--- config.mk ---
export PLATFORM = sky130hd
export DESIGN_NAME = motor_regs_top
export DESIGN_NICKNAME = d
export VERILOG_FILES = /design/src/source/motor_pkg.sv /design/src/source/regmap_pkg.sv /design/src/source/drive_channel.sv /design/src/source/host_decoder.sv /design/src/source/motor_regs_top.sv /design/src/source/read_mux.sv /design/src/source/rotation_channel.sv
export VERILOG_INCLUDE_DIRS = /design/src /design/src/source
export SDC_FILE = /design/constraint.sdc
export NUM_CORES = 1
export LEC_CHECK = 0
export BUFFER_PORTS_ARGS = -buffer_cell sky130_fd_sc_hd__buf_4
export CORE_AREA = 2 2 154 156
export DETAILED_ROUTE_END_ITERATION = 6
export DIE_AREA = 0 0 156 158
export PLACE_DENSITY = 0.77
export SLEW_MARGIN = 20
export SYNTH_ARGS = -nofsm -noshare
export SYNTH_HDL_FRONTEND = slang
export SYNTH_SLANG_ARGS = --single-unit
--- constraint.sdc ---
create_clock -name clock -period 1.4 [get_ports clock]
set_input_delay 0.21 -clock clock [delete_from_list [all_inputs] [get_ports clock]]
set_output_delay 0.21 -clock clock [all_outputs]
set_load 0.005 [all_outputs]
--- src/source/motor_cfg.svh ---
// Channel counts, field widths and host address map of the motor register block
// Drive and rotation index widths follow the larger channel count
// Rotation offsets 4 to 6 have no register and read as zero

`ifndef MOTOR_CFG_SVH
`define MOTOR_CFG_SVH

// Channel counts
`define NUM_DRIVE 4
`define NUM_ROT 4

// Host bus
`define ADDR_W 6
`define DATA_W 8

// Motor side field widths
`define ANGLE_W 12 // Upper bits beyond DATA_W live in the rotation control byte
`define TEMP_W 6
`define PWM_W 5

// Broadcast addresses, both reach every drive control byte
`define ADDR_BCAST_ALL 'h01
`define ADDR_BCAST_DRIVE 'h03

// Drive block, control then status per channel
`define ADDR_DRIVE_BASE 'h04
`define DRIVE_STRIDE 2

// Rotation block
`define ADDR_ROT_BASE 'h0C
`define ROT_STRIDE 7

// Register offsets inside one rotation channel
`define ROT_OFS_CTRL 0
`define ROT_OFS_TARGET 1
`define ROT_OFS_ANGLE_LO 2 // Read only snapshot low byte
`define ROT_OFS_ANGLE_CMD 3 // Command on write, status on read

`endif

--- src/source/motor_pkg.sv ---
// Motor side bundles, field order matches the host byte layouts
// Rotation bundles carry the full angle width from the config header

`default_nettype none

`include "motor_cfg.svh"

package motor_pkg;

    // Drive control byte, MSB first
    typedef struct packed {
        logic brake; // Bit 7
        logic sd_enable; // Bit 6, driver shutdown release
        logic direction; // Bit 5
        logic [`PWM_W-1:0] pwm; // Duty ratio
    } drive_ctrl_t;

    // Drive status byte as seen by the host
    typedef struct packed {
        logic fault; // Driver fault flag
        logic startup_fail; // Power on self check failed
        logic [`TEMP_W-1:0] adc_temp; // Raw ADC temperature
    } drive_status_t;

    // Outputs toward one swerve rotation controller
    typedef struct packed {
        logic i2c_calib_en; // Encoder calibration over I2C
        logic sr_enable;
        logic enable_stall_chk;
        logic [`ANGLE_W-1:0] target_angle;
        logic update_angle; // One cycle pulse
        logic abort_angle; // One cycle pulse
    } rot_ctrl_t;

    // Feedback from one rotation controller
    typedef struct packed {
        logic [`ANGLE_W-1:0] current_angle; // Live encoder angle
        logic angle_done; // Target reached
    } rot_fb_t;

endpackage

`default_nettype wire

--- src/source/regmap_pkg.sv ---
// Host side register map types for the motor register block
// Offsets are 3 bits wide, so a stride above 8 needs OFS_W raised

`default_nettype none

`include "motor_cfg.svh"

package regmap_pkg;

    localparam int MAX_CH = (`NUM_DRIVE > `NUM_ROT) ? `NUM_DRIVE : `NUM_ROT;
    localparam int IDX_W = $clog2(MAX_CH); // Channel index inside a region
    localparam int OFS_W = 3; // Register offset inside a channel
    localparam int ROT_REGS = 4; // Writable slots per rotation channel, by offset

    typedef logic [`ADDR_W-1:0] addr_t;
    typedef logic [IDX_W-1:0] idx_t;
    typedef logic [OFS_W-1:0] ofs_t;

    // Offsets as typed constants
    localparam ofs_t DRV_OFS_CTRL = ofs_t'(0);
    localparam ofs_t DRV_OFS_STATUS = ofs_t'(1);
    localparam ofs_t OFS_CTRL = ofs_t'(`ROT_OFS_CTRL);
    localparam ofs_t OFS_TARGET = ofs_t'(`ROT_OFS_TARGET);
    localparam ofs_t OFS_ANGLE_LO = ofs_t'(`ROT_OFS_ANGLE_LO);
    localparam ofs_t OFS_ANGLE_CMD = ofs_t'(`ROT_OFS_ANGLE_CMD);

    typedef enum logic [1:0] {
        REG_NONE, // Reserved, dropped or out of range
        REG_DRIVE,
        REG_ROT,
        REG_BCAST
    } region_e;

    typedef struct packed {
        region_e region;
        idx_t index;
        ofs_t offset;
    } dec_addr_t;

    // Rotation strobes indexed by offset, the snapshot slot never fires
    typedef struct packed {
        logic [`NUM_DRIVE-1:0] drive_ctrl;
        logic [`NUM_ROT-1:0][ROT_REGS-1:0] rot;
    } wr_strobe_t;

    // Write view of the angle word
    typedef struct packed {
        logic unused_hi;
        logic snapshot; // Capture current angle
        logic update; // Start move to target
        logic abort; // Stop the move
        logic [3:0] unused_lo;
    } rot_cmd_t;

    // Read view of the same byte
    typedef struct packed {
        logic angle_done;
        logic [2:0] zero;
        logic [`ANGLE_W-`DATA_W-1:0] angle_hi; // Snapshot upper bits
    } rot_status_t;

    typedef union packed {
        rot_cmd_t cmd;
        rot_status_t status;
    } angle_word_u;

endpackage

`default_nettype wire

--- src/source/drive_channel.sv ---
// One drive motor, control byte with readback and a sampled status byte
// Status lags the motor inputs by one cycle

`default_nettype none

`include "motor_cfg.svh"

module drive_channel (
    input wire clock,
    input wire rst_n,
    input wire ctrl_we, // Own address or broadcast
    input wire [`DATA_W-1:0] wr_data,
    input wire motor_pkg::drive_status_t status_in,
    output motor_pkg::drive_ctrl_t ctrl,
    output logic [`DATA_W-1:0] ctrl_byte,
    output logic [`DATA_W-1:0] status_byte
);

    import motor_pkg::*;

    // Control register, byte layout equals the struct
    always_ff @(posedge clock or negedge rst_n) begin
        if (!rst_n) begin
            ctrl <= '0; // Motor off, brake released
        end else if (ctrl_we) begin
            ctrl <= drive_ctrl_t'(wr_data);
        end
    end

    assign ctrl_byte = ctrl; // Readback of what drives the motor

    // Free running status sample
    always_ff @(posedge clock or negedge rst_n) begin
        if (!rst_n) begin
            status_byte <= '0;
        end else begin
            status_byte <= status_in; // Fault, startup fail, temperature
        end
    end

endmodule

`default_nettype wire

--- src/source/host_decoder.sv ---
// Combinational host address decode into region, channel and offset
// Broadcasts hit every drive control byte and nothing else
// Drive status and rotation snapshot offsets raise no strobe

`default_nettype none

`include "motor_cfg.svh"

module host_decoder (
    input wire [`ADDR_W-1:0] address,
    input wire write_en,
    output regmap_pkg::dec_addr_t dec,
    output regmap_pkg::wr_strobe_t strobes
);

    import regmap_pkg::*;

    // Region bounds, end is exclusive
    localparam addr_t DRV_BASE = addr_t'(`ADDR_DRIVE_BASE);
    localparam addr_t DRV_END = addr_t'(`ADDR_DRIVE_BASE + `NUM_DRIVE * `DRIVE_STRIDE);
    localparam addr_t ROT_BASE = addr_t'(`ADDR_ROT_BASE);
    localparam addr_t ROT_END = addr_t'(`ADDR_ROT_BASE + `NUM_ROT * `ROT_STRIDE);
    localparam addr_t DRV_STR = addr_t'(`DRIVE_STRIDE);
    localparam addr_t ROT_STR = addr_t'(`ROT_STRIDE);
    localparam addr_t BCAST_ALL = addr_t'(`ADDR_BCAST_ALL);
    localparam addr_t BCAST_DRV = addr_t'(`ADDR_BCAST_DRIVE);

    addr_t drv_rel, drv_idx, drv_ofs;
    addr_t rot_rel, rot_idx, rot_ofs;
    ofs_t rot_ofs_s;

    // Split into channel and offset, constant divisors
    assign drv_rel = address - DRV_BASE;
    assign drv_idx = drv_rel / DRV_STR;
    assign drv_ofs = drv_rel % DRV_STR;
    assign rot_rel = address - ROT_BASE;
    assign rot_idx = rot_rel / ROT_STR;
    assign rot_ofs = rot_rel % ROT_STR;
    assign rot_ofs_s = rot_ofs[OFS_W-1:0];

    always_comb begin
        dec = '0; // REG_NONE
        strobes = '0;
        if (address == BCAST_ALL || address == BCAST_DRV) begin
            dec.region = REG_BCAST;
            strobes.drive_ctrl = {`NUM_DRIVE{write_en}};
        end else if (address >= DRV_BASE && address < DRV_END) begin
            dec.region = REG_DRIVE;
            dec.index = drv_idx[IDX_W-1:0];
            dec.offset = drv_ofs[OFS_W-1:0];
            if (dec.offset == DRV_OFS_CTRL) begin
                strobes.drive_ctrl[dec.index] = write_en;
            end
        end else if (address >= ROT_BASE && address < ROT_END) begin
            dec.region = REG_ROT;
            dec.index = rot_idx[IDX_W-1:0];
            dec.offset = rot_ofs_s;
            // Only control, target and command slots are writable
            if (rot_ofs_s != OFS_ANGLE_LO && rot_ofs_s <= OFS_ANGLE_CMD) begin
                strobes.rot[dec.index][rot_ofs_s[1:0]] = write_en;
            end
        end
    end

endmodule

`default_nettype wire

--- src/source/motor_regs_top.sv ---
// Host register block for four drive and four swerve rotation motors
// Plain write and read strobes, no handshake and no stall
// One rotation startup fail input is shared by all rotation channels

`default_nettype none

`include "motor_cfg.svh"

module motor_regs_top (
    input wire clock,
    input wire rst_n,
    input wire [`ADDR_W-1:0] address,
    input wire write_en,
    input wire [`DATA_W-1:0] wr_data,
    input wire read_en,
    input wire motor_pkg::drive_status_t [`NUM_DRIVE-1:0] drive_status,
    input wire motor_pkg::rot_fb_t [`NUM_ROT-1:0] rot_fb,
    input wire rot_startup_fail,
    output wire [`DATA_W-1:0] rd_data,
    output wire motor_pkg::drive_ctrl_t [`NUM_DRIVE-1:0] drive_ctrl,
    output wire motor_pkg::rot_ctrl_t [`NUM_ROT-1:0] rot_ctrl
);

    import regmap_pkg::*;

    wire dec_addr_t dec;
    wire wr_strobe_t strobes;
    wire [`NUM_DRIVE-1:0][`DATA_W-1:0] drive_ctrl_bytes;
    wire [`NUM_DRIVE-1:0][`DATA_W-1:0] drive_status_bytes;
    wire [`NUM_ROT-1:0][`DATA_W-1:0] rot_ctrl_bytes;
    wire [`NUM_ROT-1:0][`DATA_W-1:0] rot_target_bytes;
    wire [`NUM_ROT-1:0][`DATA_W-1:0] rot_angle_lo_bytes;
    wire [`NUM_ROT-1:0][`DATA_W-1:0] rot_angle_status_bytes;

    host_decoder u_decoder (
        .address (address),
        .write_en(write_en),
        .dec     (dec),
        .strobes (strobes)
    );

    for (genvar i = 0; i < `NUM_DRIVE; i++) begin : g_drive
        drive_channel u_drive (
            .clock      (clock),
            .rst_n      (rst_n),
            .ctrl_we    (strobes.drive_ctrl[i]),
            .wr_data    (wr_data),
            .status_in  (drive_status[i]),
            .ctrl       (drive_ctrl[i]),
            .ctrl_byte  (drive_ctrl_bytes[i]),
            .status_byte(drive_status_bytes[i])
        );
    end

    // Strobe slots picked by register offset
    for (genvar i = 0; i < `NUM_ROT; i++) begin : g_rot
        rotation_channel u_rot (
            .clock            (clock),
            .rst_n            (rst_n),
            .ctrl_we          (strobes.rot[i][OFS_CTRL[1:0]]),
            .target_we        (strobes.rot[i][OFS_TARGET[1:0]]),
            .cmd_we           (strobes.rot[i][OFS_ANGLE_CMD[1:0]]),
            .wr_data          (wr_data),
            .startup_fail     (rot_startup_fail),
            .fb               (rot_fb[i]),
            .ctrl             (rot_ctrl[i]),
            .ctrl_byte        (rot_ctrl_bytes[i]),
            .target_byte      (rot_target_bytes[i]),
            .angle_lo_byte    (rot_angle_lo_bytes[i]),
            .angle_status_byte(rot_angle_status_bytes[i])
        );
    end

    read_mux u_read_mux (
        .clock                 (clock),
        .rst_n                 (rst_n),
        .read_en               (read_en),
        .dec                   (dec),
        .drive_ctrl_bytes      (drive_ctrl_bytes),
        .drive_status_bytes    (drive_status_bytes),
        .rot_ctrl_bytes        (rot_ctrl_bytes),
        .rot_target_bytes      (rot_target_bytes),
        .rot_angle_lo_bytes    (rot_angle_lo_bytes),
        .rot_angle_status_bytes(rot_angle_status_bytes),
        .rd_data               (rd_data)
    );

endmodule

`default_nettype wire

--- src/source/read_mux.sv ---
// Registered read path, one cycle latency, data holds until next read
// Unmapped, broadcast and reserved addresses return zero

`default_nettype none

`include "motor_cfg.svh"

module read_mux (
    input wire clock,
    input wire rst_n,
    input wire read_en,
    input wire regmap_pkg::dec_addr_t dec,
    input wire [`NUM_DRIVE-1:0][`DATA_W-1:0] drive_ctrl_bytes,
    input wire [`NUM_DRIVE-1:0][`DATA_W-1:0] drive_status_bytes,
    input wire [`NUM_ROT-1:0][`DATA_W-1:0] rot_ctrl_bytes,
    input wire [`NUM_ROT-1:0][`DATA_W-1:0] rot_target_bytes,
    input wire [`NUM_ROT-1:0][`DATA_W-1:0] rot_angle_lo_bytes,
    input wire [`NUM_ROT-1:0][`DATA_W-1:0] rot_angle_status_bytes,
    output logic [`DATA_W-1:0] rd_data
);

    import regmap_pkg::*;

    logic [`DATA_W-1:0] sel_byte;

    always_comb begin
        sel_byte = '0; // Default for anything unmapped
        case (dec.region)
            REG_DRIVE: begin
                if (dec.offset == DRV_OFS_STATUS) begin
                    sel_byte = drive_status_bytes[dec.index];
                end else begin
                    sel_byte = drive_ctrl_bytes[dec.index];
                end
            end
            REG_ROT: begin
                case (dec.offset)
                    OFS_CTRL: sel_byte = rot_ctrl_bytes[dec.index];
                    OFS_TARGET: sel_byte = rot_target_bytes[dec.index];
                    OFS_ANGLE_LO: sel_byte = rot_angle_lo_bytes[dec.index];
                    OFS_ANGLE_CMD: sel_byte = rot_angle_status_bytes[dec.index];
                    default: sel_byte = '0; // Dropped gain and override slots
                endcase
            end
            default: sel_byte = '0; // Broadcast and none
        endcase
    end

    always_ff @(posedge clock or negedge rst_n) begin
        if (!rst_n) begin
            rd_data <= '0;
        end else if (read_en) begin
            rd_data <= sel_byte;
        end
    end

endmodule

`default_nettype wire

--- src/source/rotation_channel.sv ---
// One swerve rotation motor, control, target, angle snapshot and pulses
// Startup fail is taken into control bit 4 only when control is written
// Snapshot readback bytes lag the capture by one cycle

`default_nettype none

`include "motor_cfg.svh"

module rotation_channel (
    input wire clock,
    input wire rst_n,
    input wire ctrl_we,
    input wire target_we,
    input wire cmd_we, // Angle command byte written
    input wire [`DATA_W-1:0] wr_data,
    input wire startup_fail,
    input wire motor_pkg::rot_fb_t fb,
    output motor_pkg::rot_ctrl_t ctrl,
    output logic [`DATA_W-1:0] ctrl_byte,
    output logic [`DATA_W-1:0] target_byte,
    output logic [`DATA_W-1:0] angle_lo_byte,
    output logic [`DATA_W-1:0] angle_status_byte
);

    import regmap_pkg::*;

    logic [`DATA_W-1:0] ctrl_q; // calib, enable, stall chk, startup fail, target hi
    logic [`DATA_W-1:0] target_q; // Target low byte
    logic [`ANGLE_W-1:0] snap_q;
    logic update_q;
    logic abort_q;
    angle_word_u cmd_word;
    angle_word_u status_word;

    assign cmd_word = wr_data; // Command view of the written byte

    // Host writable registers
    always_ff @(posedge clock or negedge rst_n) begin
        if (!rst_n) begin
            ctrl_q <= '0;
            target_q <= '0;
        end else begin
            if (ctrl_we) begin
                ctrl_q <= {wr_data[7:5], startup_fail, wr_data[3:0]};
            end
            if (target_we) begin
                target_q <= wr_data;
            end
        end
    end

    // Pulses last the single cycle after the command write
    always_ff @(posedge clock or negedge rst_n) begin
        if (!rst_n) begin
            update_q <= 1'b0;
            abort_q <= 1'b0;
            snap_q <= '0;
        end else begin
            update_q <= cmd_we & cmd_word.cmd.update;
            abort_q <= cmd_we & cmd_word.cmd.abort;
            // Freeze angle so both bytes read back from one sample
            if (cmd_we && cmd_word.cmd.snapshot) begin
                snap_q <= fb.current_angle;
            end
        end
    end

    // Status view, done flag live and zero filler
    always_comb begin
        status_word = '0;
        status_word.status.angle_done = fb.angle_done;
        status_word.status.angle_hi = snap_q[`ANGLE_W-1:`DATA_W];
    end

    // Readback bytes re-sampled every cycle
    always_ff @(posedge clock or negedge rst_n) begin
        if (!rst_n) begin
            angle_lo_byte <= '0;
            angle_status_byte <= '0;
        end else begin
            angle_lo_byte <= snap_q[`DATA_W-1:0];
            angle_status_byte <= status_word;
        end
    end

    // Motor side outputs
    assign ctrl.i2c_calib_en = ctrl_q[7];
    assign ctrl.sr_enable = ctrl_q[6];
    assign ctrl.enable_stall_chk = ctrl_q[5];
    assign ctrl.target_angle = {ctrl_q[`ANGLE_W-`DATA_W-1:0], target_q};
    assign ctrl.update_angle = update_q;
    assign ctrl.abort_angle = abort_q;

    assign ctrl_byte = ctrl_q; // Bit 4 shows startup fail at write time
    assign target_byte = target_q;

endmodule

`default_nettype wire

==> run metrics <==
status=complete, but fails checks; failing checks=negative setup slack; CP most frequent cell=ha_4; starting density of the core=0.501; GRT Util Overall=0.318; Max VDD drop=1100 uV; GR Overflow Total=0; Hold Vio Cnt, Final=0; maximum buffer depth of the clock tree=3; initial antenna violation count=1; number of global-route vias before repair=10524; Worst Skew=13.0 ps; Port Buffers=210; Synth async-reset ratio=1.00; routability congestion estimate=around 1; Worst-Skew Late Latency=520 ps; register bit total from synthesis=244; Top Ports=211; min Tclk post-route=4290 ps; Final Worst Setup Slack=-2890 ps; Mean Syn Cell Area=11.6 um^2; Seq/Total Area, Yosys=0.529; Die H=158 um; global-route met1 utilization=0.410; vias per cell=6.11; crit path from=address[2]; # DRC=0; fin crit share=3.07; synth warn=0; DRT Pass-1 Iters=5; Least-Margin Pin Slew=613 ps; Setup violations, final=between 150 and 200; dominant synthesized flop cell=dfrtp_1; synthesized net count=around 1100; Core ar.=23100 um^2; CP required=between 1500 and 2000 ps; R2R cell count=6; Slew Limit Fails=0; placed cell area=14700 um^2; Worst Setup Path Type=primary input to flip-flop; Worst Setup EP=u_read_mux.rd_data[0]; Lkg Pwr=8.44 nW; drt wl/cell=24.4 um; Final ANT Viol Nets=0; DRT iter0 DRCs=just under 900; Max-slew headroom=0.589; CTS tree=done; CTS root buf=clkbuf_16; critical path startpoint category=primary input; power density over the cells=1570 nW/um^2; Arr. time, crit path=4690 ps; gate count of the mapped netlist=993; synth unique cells=80; Design Area, Final=17400 um^2; area delta synth->final=51.0%; R2R Setup Slk=-200 ps; worst hold path depth=2; largest net degree at the start of global routing=50; EDFF count, synth=0; unrepaired setup endpoints after global routing=true; nets@finish=1538; Max Clk Rate=233 MHz; Hold Path Class=primary input to flip-flop; GRT met2 Usage=0.532; R2R Path Start=g_rot[0].u_rot.angle_status_byte[1]; Die Area=24600 um^2; Clock Pin Slew Worst Setup and Hold Paths=60 ps; Die Width=156 um; via count=10597; met3 GRT Util=0.0490; endpoint class of the critical path=flip-flop; CTS Sinks=approximately 240; critical path's largest stage delay=500 ps; layer with the highest usage=met2; Synth Cell Area=11500 um^2; placed insts=1579; non-filler cells, final=1734; share of post-route cells with drive strength above 1=0.476; Fillers=1386; H-Tree Depth=1; CP max-delay cell=or4b_4; first-pass GRT wire length=60000 um; Num CTS Buffers=24; row cnt=56; Routed Wire Length=42400 um; max_cap viols=0; Post-DP HPWL=between 20000 and 30000 um; Crit Reg-Reg Endpoint=u_read_mux.rd_data[1]; critical path peak fanout=14
-- cell families after synthesis --
family | Yosys count | synth area share
and+or+nand+nor | 305 | 0.129
muxes | 169 | 0.169
DFF | 244 | 0.529
AOI/OAI and AO/OA | 161 | 0.107
xor gates and xnor gates | 4 | 0.00466
adders and majority gates | 11 | 0.0117
buffers and inverters | 99 | 0.0498
-- through the flow --
step / hold WS, ps / TNS, ps / total power, W / util / setup slack [ps]
floorplan: -85.6 / -399560 / 0.0145 / - / -3320
global placement: 148 / -423350 / 0.0184 / 0.639 / -3450
detailed placement: 151 / -433760 / 0.0187 / 0.639 / -3530
CTS: 9.54 / -330020 / 0.0258 / 0.726 / -2860
global route: 26.6 / -353030 / 0.0285 / 0.756 / -3040
finish: 32.9 / -331560 / 0.0274 / 0.756 / -2890
-- report_power, final --
| group | leakage, nW | internal [W] | switching, W |
|---|---|---|---|
| registers | 3.20 | 0.00895 | 0.00168 |
| logic | 4.85 | 0.00569 | 0.00458 |
| clock network | 0.397 | 0.00384 | 0.00272 |
-- repair_timing --
| action | in CTS | in global routing |
|---|---|---|
| resized for setup | 49 | 136 |
| hold buffers | 88 | 0 |
| pin swaps | 38 | 35 |
| hold endpoints to repair | 221 | 0 |
| setup buffers | 10 | 15 |
| cloned | 1 | 3 |
| endpoints found under the setup margin | 161 | 166 |
-- layout by cell type, fill, tap and decap left out, types with 4 or more instances in the layout --
cell type,n
clkbuf_8,7
and3_4,5
ha_4,4
ha_1,5
mux2_2,57
mux4_2,4
a221o_1,7
inv_1,9
buf_12,28
o21ai_2,4
nand2_4,7
and3_1,16
o22ai_1,17
nand4_1,8
nand3_1,51
nand3_4,5
a21oi_4,5
mux2i_1,22
o21ai_0,28
a31oi_1,13
buf_6,30
mux2_4,83
a32oi_1,9
clkbuf_1,7
nand3_2,4
o221ai_1,4
and2_4,7
dlygate4sd3_1,88
a21oi_1,7
nand2_1,117
nor3_4,6
nor3_1,4
o211ai_1,5
clkbuf_16,28
buf_4,339
dfrtp_1,244
nor2_1,41
a21o_1,5
-- Yosys cell counts, types with 7 or more instances --
| master | number | area (um^2) |
|---|---|---|
| and3_1 | 21 | 131 |
| o21ai_0 | 30 | 150 |
| a221o_1 | 7 | 70.1 |
| mux2_4 | 9 | 135 |
| mux2i_1 | 25 | 250 |
| ha_1 | 10 | 125 |
| nand4_1 | 8 | 50.1 |
| nand2_1 | 125 | 469 |
| inv_1 | 13 | 48.8 |
| buf_2 | 14 | 70.1 |
| a21oi_1 | 10 | 50.1 |
| a32oi_1 | 9 | 78.8 |
| and2_1 | 12 | 75.1 |
| dfrtp_1 | 244 | 6110 |
| mux2_2 | 105 | 1180 |
| nor2_1 | 44 | 165 |
| clkbuf_1 | 24 | 90.1 |
| a31oi_1 | 15 | 93.8 |
| o22ai_1 | 17 | 106 |
| buf_4 | 37 | 278 |
| mux2_1 | 26 | 293 |
| nand3_1 | 57 | 285 |
-- how the worst min path moves through the flow --
stage	start	endpoint	slack, ps
global route	wr_data[5]	g_rot[1].u_rot.update_q	30
floorplan	rst_n	g_drive[0].u_drive.ctrl[0]	-90
finish	wr_data[5]	g_rot[0].u_rot.update_q	30
CTS	wr_data[5]	g_rot[0].u_rot.update_q	10
detailed placement	rst_n	g_rot[1].u_rot.ctrl_byte[0]	150
global placement	rst_n	g_rot[1].u_rot.ctrl_byte[0]	150
-- critical path: cells and delay by family --
family / cells / cell delay (ps)
AOI/OAI and AO/OA: 9 / 1740
and+or+nand+nor: 6 / 1230
adders and majority gates: 4 / 710
buffers and inverters: 4 / 410
xor gates and xnor gates: 2 / 390
-- per-layer routing --
| metal | share of wire | routed length, um |
|---|---|---|
| met5 | 0 | 0 |
| met4 | 0.062 | 2620 |
| met3 | 0.096 | 4050 |
| met2 | 0.48 | 20300 |
| met1 | 0.36 | 15400 |
-- state kept, by name, indices dropped and copies added, names as in the netlist --
signal,count
g_drive.u_drive.status_byte,32
g_rot.u_rot.update_q,4
g_rot.u_rot.ctrl_byte,32
g_drive.u_drive.ctrl,32
g_rot.u_rot.abort_q,4
u_read_mux.rd_data,8
g_rot.u_rot.target_byte,32
g_rot.u_rot.snap_q,48
g_rot.u_rot.angle_status_byte,20
g_rot.u_rot.angle_lo_byte,32
-- layout make-up --
type | count | area (um^2) | share of cell area
multi-input cells | 650 | 5630 | 0.323
repair buffers | 492 | 4470 | 0.257
inverters | 13 | 51.3 | 0.00294
diodes | 1 | 2.50 | 0.000144
clock inverters | 5 | 53.8 | 0.00309
clock buffers | 39 | 748 | 0.0429
flip-flops and latches | 244 | 6110 | 0.350
well taps | 290 | 363 | 0.0208
No activity file was read; power rests on OpenSTA's default activity.
